File: config.mk
export PLATFORM = sky130hd
export DESIGN_NAME = sim_uart
export DESIGN_NICKNAME = d
export VERILOG_FILES = /design/src/logic/soc_pkg.sv /design/src/logic/sim_uart.sv
export SDC_FILE = /design/constraint.sdc
export NUM_CORES = 1
export LEC_CHECK = 0
export BUFFER_PORTS_ARGS = -buffer_cell sky130_fd_sc_hd__buf_4
export CAP_MARGIN = 30
export CORE_ASPECT_RATIO = 0.9
export CORE_MARGIN = 10
export CORE_UTILIZATION = 45
export DETAILED_ROUTE_END_ITERATION = 8
export PLACE_DENSITY = 0.77
export SLEW_MARGIN = 20
export SYNTH_ARGS = -nofsm -noshare
export SYNTH_HDL_FRONTEND = slang
export SYNTH_SLANG_ARGS = --single-unit
File: constraint.sdc
create_clock -name clock -period 3.1 [get_ports clock]
set_input_delay 0.155 -clock clock [delete_from_list [all_inputs] [get_ports clock]]
set_output_delay 0.155 -clock clock [all_outputs]
set_load 0.05 [all_outputs]
File: src/logic/soc_pkg.sv
package soc_pkg;

    typedef logic [31:0] addr_t;
    typedef logic [31:0] data_t;

    typedef enum logic [1:0] {
        RESP_OKAY   = 2'b00,
        RESP_SLVERR = 2'b10,
        RESP_DECERR = 2'b11
    } axi_resp_e;

    // Byte offsets inside the UART window.
    typedef enum logic [3:0] {
        UART_TX_DATA = 4'h0,
        UART_STATUS  = 4'h4,
        UART_RX_DATA = 4'h8
    } uart_reg_e;

    // AW and AR share one layout.
    typedef struct packed {
        logic  valid;
        addr_t addr;
    } axi_addr_t;

    typedef struct packed {
        logic       valid;
        data_t      data;
        logic [3:0] strb;
    } axi_wdata_t;

    typedef struct packed {
        logic      valid;
        data_t     data;
        axi_resp_e resp;
    } axi_rdata_t;

    typedef struct packed {
        logic      valid;
        axi_resp_e resp;
    } axi_bresp_t;

    localparam addr_t UART_SPAN = 32'h0000_0010;

    localparam addr_t MEM_BASE_DEF  = 32'h8000_0000;
    localparam addr_t UART_BASE_DEF = 32'h1000_0000;
    localparam int    MEM_WORDS_DEF = 1024;

    // Synchronizer depth per clock domain.
    localparam int RST_STAGES_DEF = 3;

endpackage

File: src/logic/sim_uart.sv
`timescale 1ns/1ps

module sim_uart import soc_pkg::*; (
    input  logic       clock,
    input  logic       rst_n,
    input  axi_addr_t  aw,
    output logic       aw_ready,
    input  axi_wdata_t w,
    output logic       w_ready,
    output axi_bresp_t b,
    input  logic       b_ready,
    input  axi_addr_t  ar,
    output logic       ar_ready,
    output axi_rdata_t r,
    input  logic       r_ready,
    output logic       uart_out_valid,
    output logic [7:0] uart_out_ch,
    output logic       uart_in_valid,
    input  logic [7:0] uart_in_ch
);

    logic      rd_hs, wr_hs, tx_hit;
    logic      r_valid, b_valid;
    data_t     r_data, tx_count;
    axi_resp_e r_resp, b_resp;

    assign ar_ready = !r_valid;
    assign aw_ready = !b_valid;
    assign w_ready  = !b_valid;

    assign rd_hs  = ar.valid && ar_ready;
    assign wr_hs  = aw.valid && w.valid && aw_ready;
    assign tx_hit = wr_hs && aw.addr[3:0] == UART_TX_DATA && w.strb[0];

    // Console request lasts only the handshake cycle.
    assign uart_in_valid = rd_hs && ar.addr[3:0] == UART_RX_DATA;

    assign r = '{valid: r_valid, data: r_data, resp: r_resp};
    assign b = '{valid: b_valid, resp: b_resp};

    always_ff @(posedge clock or negedge rst_n) begin
        if (!rst_n) begin
            r_valid        <= 1'b0;
            b_valid        <= 1'b0;
            uart_out_valid <= 1'b0;
            tx_count       <= '0;
        end else begin
            if (rd_hs) begin
                r_valid <= 1'b1;
            end else if (r_ready) begin
                r_valid <= 1'b0;
            end
            if (wr_hs) begin
                b_valid <= 1'b1;
            end else if (b_ready) begin
                b_valid <= 1'b0;
            end
            uart_out_valid <= tx_hit;
            if (tx_hit) begin
                tx_count <= tx_count + 32'd1;
            end
        end
    end

    always_ff @(posedge clock) begin
        if (rd_hs) begin
            case (ar.addr[3:0])
                UART_STATUS: begin
                    r_data <= tx_count;
                    r_resp <= RESP_OKAY;
                end
                UART_RX_DATA: begin
                    r_data <= {24'd0, uart_in_ch};
                    r_resp <= RESP_OKAY;
                end
                default: begin
                    r_data <= '0;
                    r_resp <= RESP_SLVERR;
                end
            endcase
        end
        if (wr_hs) begin
            b_resp <= (aw.addr[3:0] == UART_TX_DATA) ? RESP_OKAY : RESP_SLVERR;
        end
        if (tx_hit) begin
            uart_out_ch <= w.data[7:0];
        end
    end

    a_tx_pulse: assert property (@(posedge clock) disable iff (!rst_n)
        uart_out_valid |=> !uart_out_valid)
        else $error("uart_out_valid held for two cycles");

endmodule

-- Yosys cells after proc, flatten, opt, wreduce, memory -nomap -nowiden
Index checks and enable logic that the tools add are counted.
- logic and storage cells: 30
- input port bits: 115
- output and inout port bits: 51
- bits in registers: 79
- add/subtract/negate cells: 1
- multiplexer cells: 7
- reduce and logical (&&, ||, !) cells: 12
- equality and inequality tests: 2
- operators with widths (kind ; count):
    $pmux 32 s2 ; 1
    $add 32x1->32 const B ; 1
    $logic_and 1x1->1 ; 6
    $eq 4x3->1 const B ; 1
    $eq 4x4->1 const B ; 1
    $logic_not 4->1 ; 1
    $mux 1 ; 4
    $mux 2 ; 2
    $reduce_bool 2->1 ; 2
    $logic_not 1->1 ; 2
    $reduce_or 2->1 ; 1

-- Longest topological paths before layout
- depth after elaboration: 4
- depth in mapped cells: 6
- mapped depth without buffers: 5

-- Least setup slack after synthesis
OpenSTA, ideal clock, no wires.
- path kind: reg-to-output
- start: register r_valid
- end: output uart_in_valid
- arrival: 2.525 ns
- buffers on the path: 0
- data required time: 2.945 ns
- slack: 0.420 ns
- cell stages (with the launch flop): 3
- cell sequence: dfrtp_1 nor2b_1 and2_1
- cells in the longest elaborated chain, start to end: 3
- RTL lines (element ; RTL line ; RTL):
    from (decl) ; sim_uart.sv:23 ; logic r_valid, b_valid;
    from (signal assigned) ; sim_uart.sv:43 ; r_valid <= 1'b0;
    from (signal assigned) ; sim_uart.sv:49 ; r_valid <= 1'b1;
    from (signal assigned) ; sim_uart.sv:51 ; r_valid <= 1'b0;
    $logic_not 1->1 ; sim_uart.sv:27 ; assign ar_ready = !r_valid;
    $logic_and 1x1->1 ; sim_uart.sv:31 ; assign rd_hs = ar.valid && ar_ready;
    named net rd_hs ; sim_uart.sv:22 ; logic rd_hs, wr_hs, tx_hit;
    $logic_and 1x1->1 ; sim_uart.sv:36 ; assign uart_in_valid = rd_hs && ar.addr[3:0] == UART_RX_DATA;
    to (decl) ; sim_uart.sv:18 ; output logic uart_in_valid,
The timed path passes the listed nets, and every way through them passes these cells.

-- Worst setup path in the final report
- start: register b_valid
- end: register tx_count[14]
- cells in the longest elaborated chain, start to end: 4
- RTL lines (element ; RTL line ; RTL):
    from (decl) ; sim_uart.sv:23 ;
    from (signal assigned) ; sim_uart.sv:44 ; b_valid <= 1'b0;
    from (signal assigned) ; sim_uart.sv:54 ; b_valid <= 1'b1;
    from (signal assigned) ; sim_uart.sv:56 ; b_valid <= 1'b0;
    $logic_not 1->1 ; sim_uart.sv:28 ; assign aw_ready = !b_valid;
    $logic_and 1x1->1 ; sim_uart.sv:32 ; assign wr_hs = aw.valid && w.valid && aw_ready;
    $logic_and 1x1->1 (2 in a row) ; sim_uart.sv:33 ; assign tx_hit = wr_hs && aw.addr[3:0] == UART_TX_DATA && w.strb[0];
    to (signal assigned) ; sim_uart.sv:60 ; tx_count <= tx_count + 32'd1;
    to (decl) ; sim_uart.sv:24 ; data_t r_data, tx_count;
No other way between the ends.
A chain may end at the register's enable or synchronous reset.

==> impl_results.md <==
* Comb power frac at 12.7%
* Worst VDD drop at 0.000283 V
* CP max-delay cell: nor4_4
* DP Area at 3860 sq um
* R2r endpoint: tx_count[14]
* Warnings, synthesis at 0
* Drt wl/cell at 15.7 microns
* Grt total ovfl at 0
* Fin nets at 438
* Flop-to-flop setup slack at 1.02 ns
* Worst setup path endpoint: tx_count[14]
* Starting Density at 45.8%
* First-pass GRT wire length at 10800 microns
* Cts bufs inserted at 9
* Die area at 10900 sq um
* Cell count after synthesis at 229
* Worst relative slew slack at 46.1%
* Setup repair bufs after CTS at 0
* Worst EP arrival at 2.30 ns
* Clk_skew at 0.0116 ns
* Final Max Slew Viols at 0
* Drt total wl at 6590 microns
* Uppermost layer routed: met4
* Crit Path Category: reg -> reg
* Final setup TNS at 0 ns
* Hold Path Class: in -> reg
* Commonest non-fill, non-tap cell in the layout: buf_4
* RSZ-0062 raised after global routing: no
* Yosys reg bits at 77
* Post-cts resize count at 0
* Detail-routed via count per cell at 4.95
* Switching pwr at 0.000578 W
* CTS tree: done
* Core box area at 6970 sq um
* DP Cell Count at 393
* Leak pwr at 1.76 nW
* Clk Latency, worst-skew pair at 0.35 ns
* # diodes at 0
* Top cell type's share of synthesized area at 39.5%
* M1 wire length at 2590 microns
* Post-synthesis cell type count at 29
* Crit path from: b_valid
* Die Wd at 109 microns
* Clk pwr share at 36.6%
* Drt pass-1 iters at 4
* Power per cell area at 536 nW/um^2
* Final hold vios at 0
* FF-to-FF path depth at 4
* Worst hold slack at 0.0892 ns
* Port Buffers at 80
* Met2 wire len at 3410 microns
* Vias at 2080
* Switching fraction of total power at 25.8%
* Post-synth top flop: edfxtp_1
* Worst Setup Start Kind: flop
* Worst Setup End Kind: flop
* Post-DP HPWL at 4490 microns
* Clock buffer depth at 2
* Total global-route track usage at 12.5%
* Root buffer cell: clkbuf_8
* H-tree depth at 3
* Mapped Area at 3190 sq um
* FP Rows at 29
* Vias in the first global route at 2170
* Max Freq at 482 MHz
* Synth-to-layout area growth at 31.1%
* Critical Path RT at 3.33 ns
* Commonest cells after routing, fill and taps aside: buf_4 (84), edfxtp_1 (42), dfrtp_1 (35)
* Outcome: finished, final reports clean
* Largest net degree at the start of global routing at 36
* Drt initial violations at 83
* Worst stage delay on the critical path at 0.74 ns
* Design Area, Final at 4180 sq um
* Cell-internal power at 0.00166 W
* RD Place Congestion at 0.772
* Share of layout cells above drive strength 1 at 32.7%
* Finished Layout Cells at 420
* Post-synthesis sequential area ratio at 67.0%
* CP cell instances: nand4b_1 > nor4_4 > nand4_1 > xnor2_1
* Critical path peak fanout at 13
* Wire length on met3 at 462 microns
* # setup viols final at 0
* Reg2reg start: b_valid
* IO Pins at 166
* ANT nets after route at 0
* Max Cap Viol at 0
* Number of synthesized flops with an enable pin at 42
* Share of power burned in registers at 50.7%
* Dominant cell type by area after synthesis: edfxtp_1
* Minimum clock period at 2.08 ns
* Vert. Die Dim at 99.9 microns
* Syn avg cell area at 13.9 sq um
* Worst-Margin Slew at 0.807 ns
* Largest cells by area after synthesis: edfxtp_1 (40%), dfrtp_1 (27%), xnor2_1 (7.7%)
* Final clock period utilization by the worst path at 67.0%
* Clk sinks at 77
* CTS clk-pin slew, worst paths at 0.08 ns
* DRC viols at 0
* Initial antenna violation count at 0
* Asr flop ratio synth at 45.5%
-- state kept, by name, summed over array words and instances, names as in the netlist --
| register | flops |
|---|---|
| r_data | 32 |
| r_valid | 1 |
| b_valid | 1 |
| uart_out_ch | 8 |
| b_resp | 1 |
| tx_count | 32 |
| r_resp | 1 |
| uart_out_valid | 1 |
-- worst max-delay path: cells and delay by family (launching register included) --
kind / cells / cell delay, ns
XOR/XNOR: 1 / 0.19
flip-flops: 1 / 0.41
AND/OR/NAND/NOR: 3 / 1.35
-- layout make-up --
cell class,count,area [sq um]
fillers,542,2790
flip-flops and latches,77,2140
multi-input cells,132,946
repair buffers,95,741
clock buffers,10,128
well taps,93,116
clock inverters,6,87.6
inverters,7,26.3
-- per-layer routing --
metal  track usage [%]  vias to the layer above
li1                  -                     1002
met1              13.2                     1003
met2              21.7                       66
met3              4.36                        9
met4              6.38                        0
met5                 0                        -
-- how the worst min path moves through the flow --
stage | slack [ns] | cells after the start | to | startpoint
3_3_place_gp | 0.13 | 1 | uart_out_valid | rst_n
4_1_cts | 0.09 | 2 | r_data[0] | uart_in_ch[0]
6_report | 0.09 | 2 | r_data[0] | uart_in_ch[0]
5_1_grt | 0.08 | 2 | r_data[0] | uart_in_ch[0]
3_5_place_dp | 0.13 | 1 | uart_out_valid | rst_n
2_1_floorplan | -0.14 | 0 | b_valid | rst_n
-- timing repair --
action | 4_1_cts | 5_1_grt
endpoints found under the hold margin | 45 | 0
hold buffers | 11 | 0
setup endpoints to repair | 0 | 0
-- synth_stat cells (2+ instances only) --
master	number
and3_1	4
a22o_1	8
inv_1	7
nand3_1	8
nand4_1	24
nand2_1	6
clkbuf_1	6
xnor2_1	28
buf_6	3
xor2_1	3
edfxtp_1	42
buf_4	5
o21bai_1	2
nor4_4	2
and2_1	25
nor2_1	6
dfrtp_1	35
nor3_1	4
-- power groups by stage --
stage	sequential, W	clock [W]	combinational (W)
after floorplan	0.00126	0	0.0000776
after global placement	0.00116	0	0.000274
after detailed placement	0.00116	0	0.000277
after CTS	0.00114	0.000831	0.000289
after global routing	0.00114	0.000869	0.000302
final	0.00114	0.000820	0.000285
-- cell families (layout without fill, tap and decap cells) --
group                      count (synthesis)  after routing  synth area share [%]
other                                      1              2                 0.118
AOI/OAI and AO/OA                         10             10                  2.67
and+or+nand+nor                           87             87                  17.2
muxes                                      1              1                 0.353
buffers and inverters                     21            118                  3.76
DFF                                       77             77                  67.0
adders and majority gates                  1              1                 0.392
xor gates and xnor gates                  31             31                  8.51
-- per-stage QoR --
step | worst slack (ns) | utilization [%] | total power, W
floorplan | 0.420 | - | 0.00133
global placement | 1.01 | 55.4 | 0.00143
detailed placement | 1.01 | 55.4 | 0.00144
CTS | 1.01 | 60.0 | 0.00226
global route | 0.903 | 60.0 | 0.00231
finish | 1.02 | 60.0 | 0.00224
(Power assumes the default switching activity.)
