## src/logic/soc_pkg.sv

```systemverilog
package soc_pkg;

    typedef logic [31:0] addr_t;
    typedef logic [31:0] data_t;

    typedef enum logic [1:0] {
        RESP_OKAY   = 2'b00,
        RESP_SLVERR = 2'b10,
        RESP_DECERR = 2'b11
    } axi_resp_e;

    // Byte offsets inside the UART window.
    typedef enum logic [3:0] {
        UART_TX_DATA = 4'h0,
        UART_STATUS  = 4'h4,
        UART_RX_DATA = 4'h8
    } uart_reg_e;

    // AW and AR share one layout.
    typedef struct packed {
        logic  valid;
        addr_t addr;
    } axi_addr_t;

    typedef struct packed {
        logic       valid;
        data_t      data;
        logic [3:0] strb;
    } axi_wdata_t;

    typedef struct packed {
        logic      valid;
        data_t     data;
        axi_resp_e resp;
    } axi_rdata_t;

    typedef struct packed {
        logic      valid;
        axi_resp_e resp;
    } axi_bresp_t;

    localparam addr_t UART_SPAN = 32'h0000_0010;

    localparam addr_t MEM_BASE_DEF  = 32'h8000_0000;
    localparam addr_t UART_BASE_DEF = 32'h1000_0000;
    localparam int    MEM_WORDS_DEF = 1024;

    // Synchronizer depth per clock domain.
    localparam int RST_STAGES_DEF = 3;

endpackage

```

## src/logic/axi_xbar.sv

```systemverilog
`timescale 1ns/1ps

module axi_xbar import soc_pkg::*; #(
    parameter addr_t MEM_BASE  = MEM_BASE_DEF,
    parameter int    MEM_WORDS = MEM_WORDS_DEF,
    parameter addr_t UART_BASE = UART_BASE_DEF
) (
    input  logic       clock,
    input  logic       rst_n,
    input  axi_addr_t  m_aw,
    output logic       m_aw_ready,
    input  axi_wdata_t m_w,
    output logic       m_w_ready,
    output axi_bresp_t m_b,
    input  logic       m_b_ready,
    input  axi_addr_t  m_ar,
    output logic       m_ar_ready,
    output axi_rdata_t m_r,
    input  logic       m_r_ready,
    output axi_addr_t  ram_aw,
    input  logic       ram_aw_ready,
    output axi_wdata_t ram_w,
    input  logic       ram_w_ready,
    input  axi_bresp_t ram_b,
    output logic       ram_b_ready,
    output axi_addr_t  ram_ar,
    input  logic       ram_ar_ready,
    input  axi_rdata_t ram_r,
    output logic       ram_r_ready,
    output axi_addr_t  uart_aw,
    input  logic       uart_aw_ready,
    output axi_wdata_t uart_w,
    input  logic       uart_w_ready,
    input  axi_bresp_t uart_b,
    output logic       uart_b_ready,
    output axi_addr_t  uart_ar,
    input  logic       uart_ar_ready,
    input  axi_rdata_t uart_r,
    output logic       uart_r_ready
);

    typedef enum logic [1:0] {IDLE, BUSY_RAM, BUSY_UART, BUSY_ERR} xbar_state_e;

    localparam addr_t MEM_SPAN = addr_t'(4 * MEM_WORDS);

    // Unsigned offset compare also rejects addresses below the base.
    function automatic xbar_state_e decode(addr_t a);
        if (a - MEM_BASE < MEM_SPAN) begin
            return BUSY_RAM;
        end else if (a - UART_BASE < UART_SPAN) begin
            return BUSY_UART;
        end
        return BUSY_ERR;
    endfunction

    xbar_state_e rd_state, wr_state, ar_tgt, aw_tgt;
    logic        live;
    logic        rd_open, wr_open, wr_req;
    logic        ar_sel_ready, aw_sel_ready;

    assign ar_tgt  = decode(m_ar.addr);
    assign aw_tgt  = decode(m_aw.addr);
    // Keeps master readies low until the cycle after reset release.
    assign rd_open = live && rd_state == IDLE;
    assign wr_open = live && wr_state == IDLE;
    assign wr_req  = m_aw.valid && m_w.valid && wr_open;

    always_comb begin
        ram_ar        = m_ar;
        uart_ar       = m_ar;
        ram_ar.valid  = 1'b0;
        uart_ar.valid = 1'b0;
        ar_sel_ready  = 1'b1;
        case (ar_tgt)
            BUSY_RAM: begin
                ram_ar.valid = m_ar.valid && rd_open;
                ar_sel_ready = ram_ar_ready;
            end
            BUSY_UART: begin
                uart_ar.valid = m_ar.valid && rd_open;
                ar_sel_ready  = uart_ar_ready;
            end
            default: ;
        endcase
        m_ar_ready = rd_open && ar_sel_ready;
    end

    always_comb begin
        ram_aw        = m_aw;
        uart_aw       = m_aw;
        ram_w         = m_w;
        uart_w        = m_w;
        ram_aw.valid  = 1'b0;
        uart_aw.valid = 1'b0;
        ram_w.valid   = 1'b0;
        uart_w.valid  = 1'b0;
        aw_sel_ready  = 1'b1;
        case (aw_tgt)
            BUSY_RAM: begin
                ram_aw.valid = wr_req;
                ram_w.valid  = wr_req;
                aw_sel_ready = ram_aw_ready && ram_w_ready;
            end
            BUSY_UART: begin
                uart_aw.valid = wr_req;
                uart_w.valid  = wr_req;
                aw_sel_ready  = uart_aw_ready && uart_w_ready;
            end
            default: ;
        endcase
        // AW and W are accepted together.
        m_aw_ready = wr_req && aw_sel_ready;
        m_w_ready  = m_aw_ready;
    end

    // The error target answers straight from its state.
    always_comb begin
        m_r          = '{valid: 1'b0, data: '0, resp: RESP_OKAY};
        ram_r_ready  = 1'b0;
        uart_r_ready = 1'b0;
        case (rd_state)
            BUSY_RAM: begin
                m_r         = ram_r;
                ram_r_ready = m_r_ready;
            end
            BUSY_UART: begin
                m_r          = uart_r;
                uart_r_ready = m_r_ready;
            end
            BUSY_ERR: m_r = '{valid: 1'b1, data: '0, resp: RESP_DECERR};
            default: ;
        endcase
    end

    always_comb begin
        m_b          = '{valid: 1'b0, resp: RESP_OKAY};
        ram_b_ready  = 1'b0;
        uart_b_ready = 1'b0;
        case (wr_state)
            BUSY_RAM: begin
                m_b         = ram_b;
                ram_b_ready = m_b_ready;
            end
            BUSY_UART: begin
                m_b          = uart_b;
                uart_b_ready = m_b_ready;
            end
            BUSY_ERR: m_b = '{valid: 1'b1, resp: RESP_DECERR};
            default: ;
        endcase
    end

    always_ff @(posedge clock or negedge rst_n) begin
        if (!rst_n) begin
            live     <= 1'b0;
            rd_state <= IDLE;
            wr_state <= IDLE;
        end else begin
            live <= 1'b1;
            if (m_ar.valid && m_ar_ready) begin
                rd_state <= ar_tgt;
            end else if (m_r.valid && m_r_ready) begin
                rd_state <= IDLE;
            end
            if (m_aw.valid && m_aw_ready) begin
                wr_state <= aw_tgt;
            end else if (m_b.valid && m_b_ready) begin
                wr_state <= IDLE;
            end
        end
    end

    // No slave may answer a request the crossbar did not route.
    a_rd_idle: assert property (@(posedge clock) disable iff (!rst_n)
        rd_state == IDLE |-> !m_r.valid && !ram_r.valid && !uart_r.valid)
        else $error("read response while read path idle");

    a_wr_idle: assert property (@(posedge clock) disable iff (!rst_n)
        wr_state == IDLE |-> !m_b.valid && !ram_b.valid && !uart_b.valid)
        else $error("write response while write path idle");

    a_ar_stable: assert property (@(posedge clock) disable iff (!rst_n)
        m_ar.valid && !m_ar_ready |=> $stable(ar_tgt))
        else $error("read target changed while waiting");

    a_aw_stable: assert property (@(posedge clock) disable iff (!rst_n)
        m_aw.valid && !m_aw_ready |=> $stable(aw_tgt))
        else $error("write target changed while waiting");

endmodule

```

## config.mk

```make
export PLATFORM = sky130hd
export DESIGN_NAME = axi_xbar
export DESIGN_NICKNAME = d
export VERILOG_FILES = /design/src/logic/soc_pkg.sv /design/src/logic/axi_xbar.sv
export SDC_FILE = /design/constraint.sdc
export NUM_CORES = 1
export LEC_CHECK = 0
export ABC_AREA = 1
export BUFFER_PORTS_ARGS = -buffer_cell sky130_fd_sc_hd__buf_2
export CAP_MARGIN = 0
export CORE_AREA = 2 2 173 175
export DETAILED_ROUTE_END_ITERATION = 16
export DIE_AREA = 0 0 175 177
export PLACE_DENSITY_LB_ADDON = 0.3
export RECOVER_POWER = 50
export REMOVE_ABC_BUFFERS = 1
export SLEW_MARGIN = 40
export SYNTH_ARGS = -nofsm -noshare
export SYNTH_HDL_FRONTEND = slang
export SYNTH_SLANG_ARGS = --single-unit
```

## constraint.sdc

```tcl
create_clock -name clock -period 1.3 [get_ports clock]
set_clock_uncertainty 0.05 [all_clocks]
set_input_delay 0.26 -clock clock [delete_from_list [all_inputs] [get_ports clock]]
set_output_delay 0.26 -clock clock [all_outputs]
set_load 0.005 [all_outputs]
```

# Word level (Yosys, flattened, before mapping)
# Index checks and enable logic that the tools add are counted.
[totals]
register_bits = 5
inputBits = 189
out_inout_bits = 251
word_cells = 64
[classes]
addsub = 4
n_lt_le_gt_ge = 4
n_eq_ne = 10
mux = 26
reduce_logical = 17
[op_table]
columns = ["operator", "n"]
rows = [
  ["$pmux W35 S3", 1],
  ["$lt A32 B13 Y1 const B", 2],
  ["$lt A32 B5 Y1 const B", 2],
  ["$sub A32 B29 Y32 const B", 2],
  ["$sub A32 B32 Y32 const B", 2],
  ["$mux W2", 10],
  ["$logic_and A1 B1 Y1", 13],
  ["$eq A2 B2 Y1 const B", 6],
  ["$mux W1", 12],
  ["$pmux W3 S3", 1],
  ["$eq A2 B1 Y1 const B", 4],
  ["$logic_not A2 Y1", 2],
  ["$pmux W1 S2", 2],
  ["$reduce_bool A2 Y1", 2],
]

# Logic depth before layout (Yosys ltp)
# Gate-level depths: netlist of run 1.
[depth]
ltp_word = 10
ltp_mapped = 11
ltp_nobuf = 11

# Worst setup path before layout of run 1
# OpenSTA, ideal clock, no wires.
[synth_path]
path_kind = "register to output"
startpoint = "register wr_state[0]"
endpoint = "output uart_w[36] in the netlist's numbering"
arrival_time_ns = 1.155
required_ns = 0.990
path_slack_ns = -0.165
path_stages_with_launch = 6
n_path_buf = 2
cell_sequence = "dfrtp_1 buf_4 nor2_1 nand4_1 nor3_1 buf_4"
[synth_lines]
columns = ["element", "line", "rtl"]
rows = [
  ["from (decl)", "axi_xbar.sv:56", "xbar_state_e rd_state, wr_state, ar_tgt, aw_tgt;"],
  ["from (signal assigned)", "axi_xbar.sv:166", "wr_state <= aw_tgt;"],
  ["to (decl)", "axi_xbar.sv:32", "output axi_wdata_t uart_w,"],
]

==> results of run 1 <==
[report_power, final]
| part | total, mW | switching, mW | internal, mW |
|---|---|---|---|
| clock network | 0.499 | 0.0930 | 0.406 |
| registers | 0.303 | 0.0869 | 0.217 |
| logic | 4.41 | 2.18 | 2.23 |
| total | 5.21 | 2.36 | 2.85 |
[state kept, by name (all words and copies together) (netlist names)]
name,flops
live,1
wr_state,2
rd_state,2
[final timing paths]
| path | from | to | slack (ns) | cells after the start |
|---|---|---|---|---|
| setup reg to reg | rd_state[0] | rd_state[1] | -0.11 | 6 |
| hold reg to reg | wr_state[1] | wr_state[1] | 0.59 | 3 |
| max in group asynchronous | rst_n | rd_state[0] | 0.54 | 2 |
| min in group asynchronous | rst_n | wr_state[0] | 0.41 | 2 |
| setup / recovery | rd_state[0] | uart_ar[32] | -0.37 | 5 |
| hold / removal | m_ar[32] | rd_state[0] | 0.33 | 3 |
[cell type report]
class                           count  area [um^2]  area share (%)
Clock buffer                        4         78.8            1.70
Antenna cell                        1         2.50          0.0541
Multi-Input combinational cell    237         1430            30.9
Inverter                           35          136            2.95
Tap cell                          390          488            10.6
Timing Repair Buffer              388         2360            51.1
Sequential cell                     5          126            2.73
[what timing repair did]
item	in CTS	in global routing
hold buffers	1	0
gates cloned	3	4
hold endpoints to repair	5	0
setup endpoints to repair	55	55
pin swaps	11	28
setup buffers	9	5
resized for setup	46	67
[cell usage in the layout (no fill, tap or decap), drive strengths merged]
cell         synthesis  layout
inv                 34      34
and3                 1       1
conb                 1       1
clkbuf               9      15
diode                0       1
nor4                 2       2
o21a                 1       1
nor3                10      10
nand4               12      12
a21oi                6       6
buf                209     376
clkinv               1       1
o21ai                1       1
dlygate4sd3          0       1
dfrtp                5       5
nand2               71      71
nor2                52      52
nand3               80      80
[metrics by stage]
step	instances	cell area, um^2	worst slack [ns]	util, %
4_1_cts	1053	4270	-0.337	14.6
6_report	1060	4620	-0.369	15.8
5_1_grt	1060	4620	-0.442	15.8
3_3_place_gp	1037	3880	-0.354	13.3
2_1_floorplan	277	1350	-0.855	-
3_5_place_dp	1037	3880	-0.439	13.3
[layer usage]
metal | global-route usage (%) | vias to the layer above | wire length, um | share of wire, %
met5 | 6.09 | - | 214 | 1.2
met4 | 1.77 | 6 | 161 | 0.90
met3 | 10.8 | 19 | 3930 | 22
met2 | 14.1 | 326 | 7030 | 39
met1 | 11.0 | 1625 | 6500 | 36
li1 | - | 1719 | - | -
[worst register-to-register path, stage by stage, from the launching register on]
cell and delay (ns):
dfrtp_2 0.48, buf_6 0.15, nor2_4 0.16, buf_4 0.13
o21a_1 0.14, nand4_1 0.13, nand2_1 0.10
[cell families (layout without fill, tap and decap cells)]
group | after synthesis | in the layout | synth area share [%]
AND/OR/NAND/NOR | 228 | 228 | 35.7
flip-flops | 5 | 5 | 4.25
other | 1 | 2 | 0.127
AO/OA/AOI/OAI | 8 | 8 | 1.44
buffers and inverters | 253 | 427 | 58.5
==> flow_metrics.py, run 1 <==
metrics = {
    "global_route": {
        "grt_pass1_vias": 3321,
        "grt_max_degree": 24,
        "grt_usage_pct": 10.5,
        "grt_first_pass_wirelength_um": 23000,
        "grt_overflow": 0,
        "grt_antenna_before_repair": 1,
    },
    "status": {
        "status": "complete, but fails checks",
        "failed_checks": "setup timing",
    },
    "clocking": {
        "clock-sinks": 5,
        "cts_tree": "built",
        "clk_pin_slew_ns": 0.03,
        "h-tree-depth": 1,
        "cts_buffers": 3,
        "clk_root_buffer_cell": "clkbuf_16",
        "clock_latency_ns": 0.22,
        "clock_path_buffers": 2,
    },
    "floorplan": {
        "die_h_um": 177,
        "die_w_um": 175,
        "initial_core_util_pct": 10.1,
        "core_mm2": 0.0292,
        "die-area_mm2": 0.0310,
        "ios": 440,
        "num_rows": 63,
    },
    "logic_synthesis": {
        "async_reset_ff_share_pct": 100,
        "ys_ff_latch": 5,
        "synth_cell_types": 23,
        "ys_warn_count": 0,
        "synthTopCellsByArea": "buf_4, nand3_1, nand2_1",
        "syn_avg_cell_area_um2": 5.95,
        "synth.cells.most_frequent": "buf_4, nand3_1, nand2_1",
        "yosysMostFrequentCell": "buf_4",
        "netlist.area_leader.share_pct": 52.0,
        "synthFlopType": "dfrtp_1",
        "syn_area_mm2": 0.00294,
        "yosysTopAreaCell": "buf_4",
        "ys_seq_area_share_pct": 4.25,
        "syn_inst": 495,
        "synth_edf_count": 0,
    },
    "setup_path": {
        "crit_arrival_ns": 1.36,
        "cp_max_fo": 6,
        "cp_top_family": "flip-flops",
        "worstSetupPathType": "flip-flop to output port",
        "worstPathRequired_ns": 0.99,
        "endpoint_kind": "output port",
        "slowest_delay_ns": 0.48,
        "path_cells": "buf_6 -> nor2_4 -> nand2_2 -> nor2_2 -> buf_2",
        "cp-start-kind": "flip-flop",
        "slowest_stage": "dfrtp_2",
        "critPathBufInv": 2,
    },
    "sta": {
        "finalSetupTns_ns": -12.92,
        "hold_violations": 0,
        "max_freq_ghz": 0.599,
        "rsz0062_at_grt": "true",
        "setup_viol": 52,
        "hold_ws_ns": 0.328,
        "setup_slack_ns": -0.369,
        "layout_min_cycle_time_ns": 1.67,
        "period_share_pct": 128,
        "maxSlewViolCount": 0,
    },
    "power": {
        "total_power_mw": 5.21,
        "ir_worst_vdd_mv": 0.332,
        "p_leak_nw": 2.53,
        "powerDensity_mw_per_mm2": 1130,
    },
    "detailed_routing": {
        "via_per_inst": 3.49,
        "drc": 0,
        "postRouteAntennaNets": 0,
        "vias": 3695,
        "finalWirelength_um": 17800,
        "firstDrtPassIters": 6,
        "wl_per_cell_um": 16.8,
        "drt_iter0_markers": 136,
    },
    "cells_and_area": {
        "layout.nets": 859,
        "nFillCells": 3386,
        "drive_gt1_share_pct": 69.5,
        "area_growth_pct": 57.1,
    },
    "placement": {
        "dp_hpwl_um": 15600,
        "gp_routability_congestion": 0.903,
        "io_buffers": 307,
    },
    "job": {
        "maxCapViolations": 0,
    },
    "worst_hold_path": {
        "hp-class": "primary input to flip-flop",
    },
}
No activity file was read; power rests on OpenSTA's default activity.
==> inputs of run 2 (changes only) <==
--- a/config.mk
+++ b/config.mk
@@ -7,10 +7,11 @@
 export LEC_CHECK = 0
 export ABC_AREA = 1
 export BUFFER_PORTS_ARGS = -buffer_cell sky130_fd_sc_hd__buf_2
-export CAP_MARGIN = 0
+export CAP_MARGIN = 30
 export CORE_AREA = 2 2 173 175
 export DETAILED_ROUTE_END_ITERATION = 16
 export DIE_AREA = 0 0 175 177
+export MAX_ROUTING_LAYER = met4
 export PLACE_DENSITY_LB_ADDON = 0.3
 export RECOVER_POWER = 50
 export REMOVE_ABC_BUFFERS = 1
==> constraint.sdc (replaced) <==
create_clock -name clock -period 1.3 [get_ports clock]
set_clock_uncertainty 0.05 [all_clocks]
set_input_delay 0.325 -clock clock [delete_from_list [all_inputs] [get_ports clock]]
set_output_delay 0.325 -clock clock [all_outputs]
set_load 0.005 [all_outputs]
==> run 2 against run 1 <==
Effect of this change:
- the run still ends with setup timing left
- largest cell class unchanged
- non-clock buffer count rose by 4
- fmax fell by 2.4%
- hold slack improved by 0.086 ns
- worst setup slack got worse by 0.042 ns
- final cell count rose by 0.28%
- highest routed layer is now met4
- count of clock-buffer cells in the layout did not move
- critical path depth rose by 2
- clock power barely moved
- sequential power fell by 5%
==> flow_metrics.py, run 2 (synthesis results as in run 1) <==
metrics = {
    "cells_and_area": {
        "final_cell_count_no_fill": 1063,
        "n_antenna_cell": 0,
        "reg_top3": "rd_state (2), wr_state (2), live (1)",
        "layout.nets": 863,
        "final_core_util_pct": 16.8,
        "area_growth_pct": 66.4,
        "layout_common_cells": "buf_2, buf_4, nand2_1",
        "finalInstanceArea_mm2": 0.00490,
        "final_common_cell": "buf_2",
        "drive_gt1_share_pct": 77.0,
    },
    "setup_path": {
        "crit_arrival_ns": 1.34,
        "ff2ff_path_depth": 6,
        "cp-start-kind": "primary input",
        "endpoint_kind": "output port",
        "worstSetupPathType": "primary input to output port",
        "r2r_slack_ns": -0.10,
        "worstPathRequired_ns": 0.93,
        "slowest_stage": "nor3_2",
        "cp_max_fo": 2,
        "worstReg2RegEnd": "rd_state[0]",
        "cp_top_family": "simple AND/OR/NAND/NOR gates",
        "critPathBufInv": 3,
        "path_cells": "buf_6 -> nor2_4 -> inv_2 -> nor3_2 -> nand4_1 -> nor3_2 -> buf_4",
        "crit_top_cell": "nor3_2",
        "regToRegStartpoint": "rd_state[0]",
        "slowest_delay_ns": 0.26,
    },
    "floorplan": {
        "die-area_mm2": 0.0310,
        "die_w_um": 175,
        "die_h_um": 177,
        "core_mm2": 0.0292,
        "initial_core_util_pct": 10.1,
        "num_rows": 63,
        "ios": 440,
    },
    "global_route": {
        "grt_pass1_vias": 3276,
        "grt_usage_pct": 10.7,
        "grt_first_pass_wirelength_um": 23100,
        "grt_antenna_before_repair": 0,
        "grt_max_degree": 21,
        "grt_overflow": 0,
    },
    "power": {
        "ir_worst_vdd_mv": 0.334,
        "p_leak_nw": 2.61,
        "powerDensity_mw_per_mm2": 1140,
    },
    "sta": {
        "setup_slack_ns": -0.410,
        "hold_violations": 0,
        "maxSlewViolCount": 0,
        "setup_viol": 54,
        "layout_min_cycle_time_ns": 1.71,
        "max_freq_ghz": 0.585,
        "hold_ws_ns": 0.414,
        "rsz0062_at_grt": "true",
        "period_share_pct": 132,
    },
    "detailed_routing": {
        "drt_iter0_markers": 134,
        "postRouteAntennaNets": 0,
        "firstDrtPassIters": 4,
        "via_per_inst": 3.52,
        "vias": 3739,
        "wl_per_cell_um": 16.9,
        "finalWirelength_um": 18000,
        "drc": 0,
    },
    "placement": {
        "placed_area_mm2": 0.00395,
        "post-place-ws_ns": -0.564,
        "placed_cells": 1043,
        "io_buffers": 307,
        "gp_routability_congestion": 0.928,
        "dp_hpwl_um": 15800,
    },
    "status": {
        "failed_checks": "setup timing",
        "status": "complete, but fails checks",
    },
    "clocking": {
        "clk_pin_slew_ns": 0.03,
        "cts_tree": "built",
        "cts_buffers": 3,
        "clock_path_buffers": 2,
        "clock_latency_ns": 0.22,
        "clock-sinks": 5,
        "clk_root_buffer_cell": "clkbuf_16",
        "h-tree-depth": 1,
    },
    "worst_hold_path": {
        "min_path_cells": 4,
        "holdCritStartpoint": "m_r_ready",
        "hp-class": "primary input to flip-flop",
        "min_to": "rd_state[0]",
    },
    "job": {
        "maxCapViolations": 0,
    },
}
-- run 2: worst max path at each step --
stage | cells after the start | endpoint | slack, ns | start
2_1_floorplan | 2 | ram_r_ready | -0.92 | rd_state[0]
3_3_place_gp | 8 | ram_w[36] | -0.48 | m_aw[26]
3_5_place_dp | 7 | uart_w[36] | -0.56 | m_aw[26]
4_1_cts | 7 | uart_w[36] | -0.42 | m_aw[22]
5_1_grt | 7 | uart_w[36] | -0.52 | m_aw[18]
6_report | 7 | uart_w[36] | -0.41 | m_aw[13]
-- run 2: where the power goes --
| group | total, mW | internal (mW) | switching (mW) | leakage (nW) |
|---|---|---|---|---|
| clock | 0.499 | 0.406 | 0.0936 | 0.0382 |
| sequential | 0.289 | 0.217 | 0.0722 | 0.0609 |
| combinational | 4.82 | 2.51 | 2.31 | 2.51 |
| total | 5.60 | 3.13 | 2.47 | 2.61 |
-- run 2: metrics by stage --
stage,TNS [ns],power (mW)
4_1_cts,-17.13,4.54
6_report,-16.33,5.60
3_5_place_dp,-11.59,3.58
5_1_grt,-20.16,6.07
3_3_place_gp,-11.33,3.60
2_1_floorplan,-33.09,1.48
-- run 2: what timing repair did --
action / 4_1_cts / 5_1_grt
setup buffers: 2 / 11
setup endpoints to repair: 55 / 55
endpoints found under the hold margin: 5 / 0
pin swaps: 32 / 59
gates resized for setup: 65 / 116
hold buffers: 1 / 0
cloned: 2 / 4
-- run 2: cell type report --
type,instances,area (um^2)
well taps,390,488
repair buffers,392,2500
inverters,35,136
fillers,3392,24300
clock buffers,4,78.8
flip-flops and latches,5,126
multi-input cells,237,1560
-- run 2: routing by layer --
metal	GRT usage (%)	vias up	part of all wire [%]	wire length, um
li1	-	1732	-	-
met1	11.5	1685	38	6840
met2	14.4	318	41	7380
met3	10.5	4	21	3710
met4	1.35	0	0.35	63
met5	-	-	0	0
-- run 2: worst register-to-register path, stage by stage (launching register included) --
cell	delay [ns]
dfrtp_2	0.46
buf_6	0.15
nor2_4	0.16
buf_6	0.13
nand4_1	0.16
nand3_1	0.13
nand2_1	0.05
==> inputs of run 3 (changes only) <==
--- a/config.mk
+++ b/config.mk
@@ -8,9 +8,9 @@
 export ABC_AREA = 1
 export BUFFER_PORTS_ARGS = -buffer_cell sky130_fd_sc_hd__buf_2
 export CAP_MARGIN = 30
-export CORE_AREA = 2 2 173 175
+export CORE_AREA = 2 2 169 171
 export DETAILED_ROUTE_END_ITERATION = 16
-export DIE_AREA = 0 0 175 177
+export DIE_AREA = 0 0 171 173
 export MAX_ROUTING_LAYER = met4
 export PLACE_DENSITY_LB_ADDON = 0.3
 export RECOVER_POWER = 50
==> constraint.sdc (replaced) <==
create_clock -name clock -period 1.7 [get_ports clock]
set_clock_uncertainty 0.05 [all_clocks]
set_input_delay 0.425 -clock clock [delete_from_list [all_inputs] [get_ports clock]]
set_output_delay 0.425 -clock clock [all_outputs]
set_load 0.005 [all_outputs]
==> run 3 against run 2 <==
Effect of this change:
- the run still ends with setup timing left
- via count grew 2.3%
- sequential cell count stayed put
- non-clock buffer count is 22 higher
- final cell count grew 0.94%
- clock power down 23%
- cell area up 9.0%
- power down 15%
- combinational power decreased by 15%
- core utilization grew 2.6 points
- first-iteration DRC count shrank 25%
- register-to-register slack improved by 0.29 ns
- largest power group unchanged
- highest routed layer unchanged
==> flow_metrics.py, run 3 (synthesis results as in run 1) <==
metrics = {
    "global_route": {
        "grt_antenna_before_repair": 0,
        "grt_usage_pct": 13.0,
        "grt_first_pass_wirelength_um": 26600,
        "grt_pass1_vias": 3641,
        "grt_max_degree": 23,
        "grt_overflow": 0,
    },
    "floorplan": {
        "die-area_mm2": 0.0296,
        "ios": 440,
        "initial_core_util_pct": 10.7,
        "core_mm2": 0.0276,
        "die_w_um": 171,
        "die_h_um": 173,
        "num_rows": 61,
    },
    "setup_path": {
        "crit_arrival_ns": 1.43,
        "cp_max_fo": 3,
        "cp-start-kind": "primary input",
        "worstSetupPathType": "primary input to output port",
        "endpoint_kind": "output port",
        "worstPathRequired_ns": 1.22,
    },
    "status": {
        "status": "complete, but fails checks",
        "failed_checks": "setup timing",
    },
    "clocking": {
        "clk_root_buffer_cell": "clkbuf_16",
        "cts_buffers": 3,
        "h-tree-depth": 1,
        "clk_pin_slew_ns": 0.03,
        "clock-sinks": 5,
        "clock_path_buffers": 2,
        "clock_latency_ns": 0.22,
        "cts_tree": "built",
    },
    "cells_and_area": {
        "reg_top3": "rd_state (2), wr_state (2), live (1)",
        "layout_common_cells": "buf_2, buf_4, nand3_2",
        "area_growth_pct": 81.3,
        "n_antenna_cell": 0,
        "layout.nets": 885,
        "final_common_cell": "buf_2",
        "drive_gt1_share_pct": 79.3,
        "finalInstanceArea_mm2": 0.00534,
    },
    "sta": {
        "rsz0062_at_grt": "true",
        "hold_violations": 0,
        "layout_min_cycle_time_ns": 1.91,
        "setup_slack_ns": -0.210,
        "setup_viol": 44,
        "period_share_pct": 112,
        "max_freq_ghz": 0.524,
        "maxSlewViolCount": 0,
    },
    "power": {
        "p_leak_nw": 2.74,
        "sequentialPowerShare_pct": 5.3,
        "switching_share_pct": 44.3,
        "power.switching_mw": 2.10,
        "p_clk_share_pct": 8.1,
        "powerDensity_mw_per_mm2": 889,
        "internal-power_mw": 2.65,
        "ir_worst_vdd_mv": 0.370,
        "total_power_mw": 4.75,
        "combinationalPowerShare_pct": 86.6,
    },
    "worst_hold_path": {
        "hp-class": "primary input to flip-flop",
    },
    "detailed_routing": {
        "vias": 3826,
        "postRouteAntennaNets": 0,
        "drt_iter0_markers": 101,
        "wl_per_cell_um": 19.3,
        "firstDrtPassIters": 4,
        "finalWirelength_um": 20700,
        "drc": 0,
        "via_per_inst": 3.57,
    },
    "placement": {
        "io_buffers": 307,
        "placed_area_mm2": 0.00396,
        "dp_hpwl_um": 17600,
        "gp_routability_congestion": 0.947,
    },
    "job": {
        "maxCapViolations": 0,
    },
}
-- run 3: cell types whose count changed in the layout (fill, tap and decap cells not counted), moves of 4 or more --
cell,previous run,this run
nand3_1,32,18
clkbuf_1,5,11
nand3_2,46,59
buf_4,60,81
buf_16,2,6
buf_6,22,30
nor2_1,23,18
nor2_4,11,17
buf_2,289,270
-- run 3: final cells by class --
cell class              instances  area, um^2
fillers                      3195       22300
repair buffers                414        2810
multi-input cells             237        1700
well taps                     378         473
inverters                      35         149
flip-flops and latches          5         130
clock buffers                   4        78.8
-- run 3: stage by stage --
step	hold WS, ns	std cells	util [%]	TNS (ns)	setup slack, ns
after detailed placement	0.207	1036	14.3	-2.56	-0.467
after floorplan	0.0794	277	-	-19.88	-0.620
final	0.491	1073	19.3	-4.73	-0.210
after global placement	0.207	1036	14.3	-2.62	-0.475
after CTS	0.485	1072	18.1	-6.96	-0.308
after global routing	0.526	1073	19.3	-7.30	-0.338
-- run 3: what timing repair did --
action	in CTS	in global routing
endpoints found under the hold margin	5	0
endpoints found under the setup margin	46	51
cloned	7	3
setup buffers	28	8
hold buffers	1	0
pin swaps	83	55
resized for setup	142	95
-- run 3: routing by layer --
| metal | vias to the layer above | global-route usage (%) | part of all wire, % |
|---|---|---|---|
| met5 | - | - | 0 |
| met3 | 8 | 13.5 | 24 |
| li1 | 1774 | - | - |
| met4 | 0 | 1.17 | 0.55 |
| met2 | 320 | 20.5 | 45 |
| met1 | 1724 | 11.2 | 31 |
-- run 3: power groups by stage --
stage	logic [mW]	clock network, mW	registers, mW
2_1_floorplan	0.776	0	0.354
6_report	4.11	0.385	0.251
5_1_grt	4.41	0.399	0.262
3_5_place_dp	2.49	0	0.215
4_1_cts	3.75	0.393	0.245
3_3_place_gp	2.50	0	0.217
-- run 3: path summary, 6_finish.rpt --
kind                            slack (ns)  depth (start not counted)        start           to
worst max register to register        0.19                          6  rd_state[0]  rd_state[0]
worst min-delay path                  0.49                          4    m_b_ready  wr_state[1]
min in group asynchronous             0.57                          2        rst_n  wr_state[1]
max in group asynchronous             0.77                          2        rst_n  rd_state[0]
worst min register to register        0.57                          3  wr_state[1]  wr_state[1]
worst max-delay path                 -0.21                          9     m_aw[16]    m_w_ready
-- run 3: critical path, stage by stage --
cell and delay (ns):
buf_6 0.10, nor2_2 0.10, nand4_1 0.16, buf_4 0.19, nor2_4 0.09, nand3_2 0.10
nand3_2 0.10, inv_2 0.06, buf_6 0.11
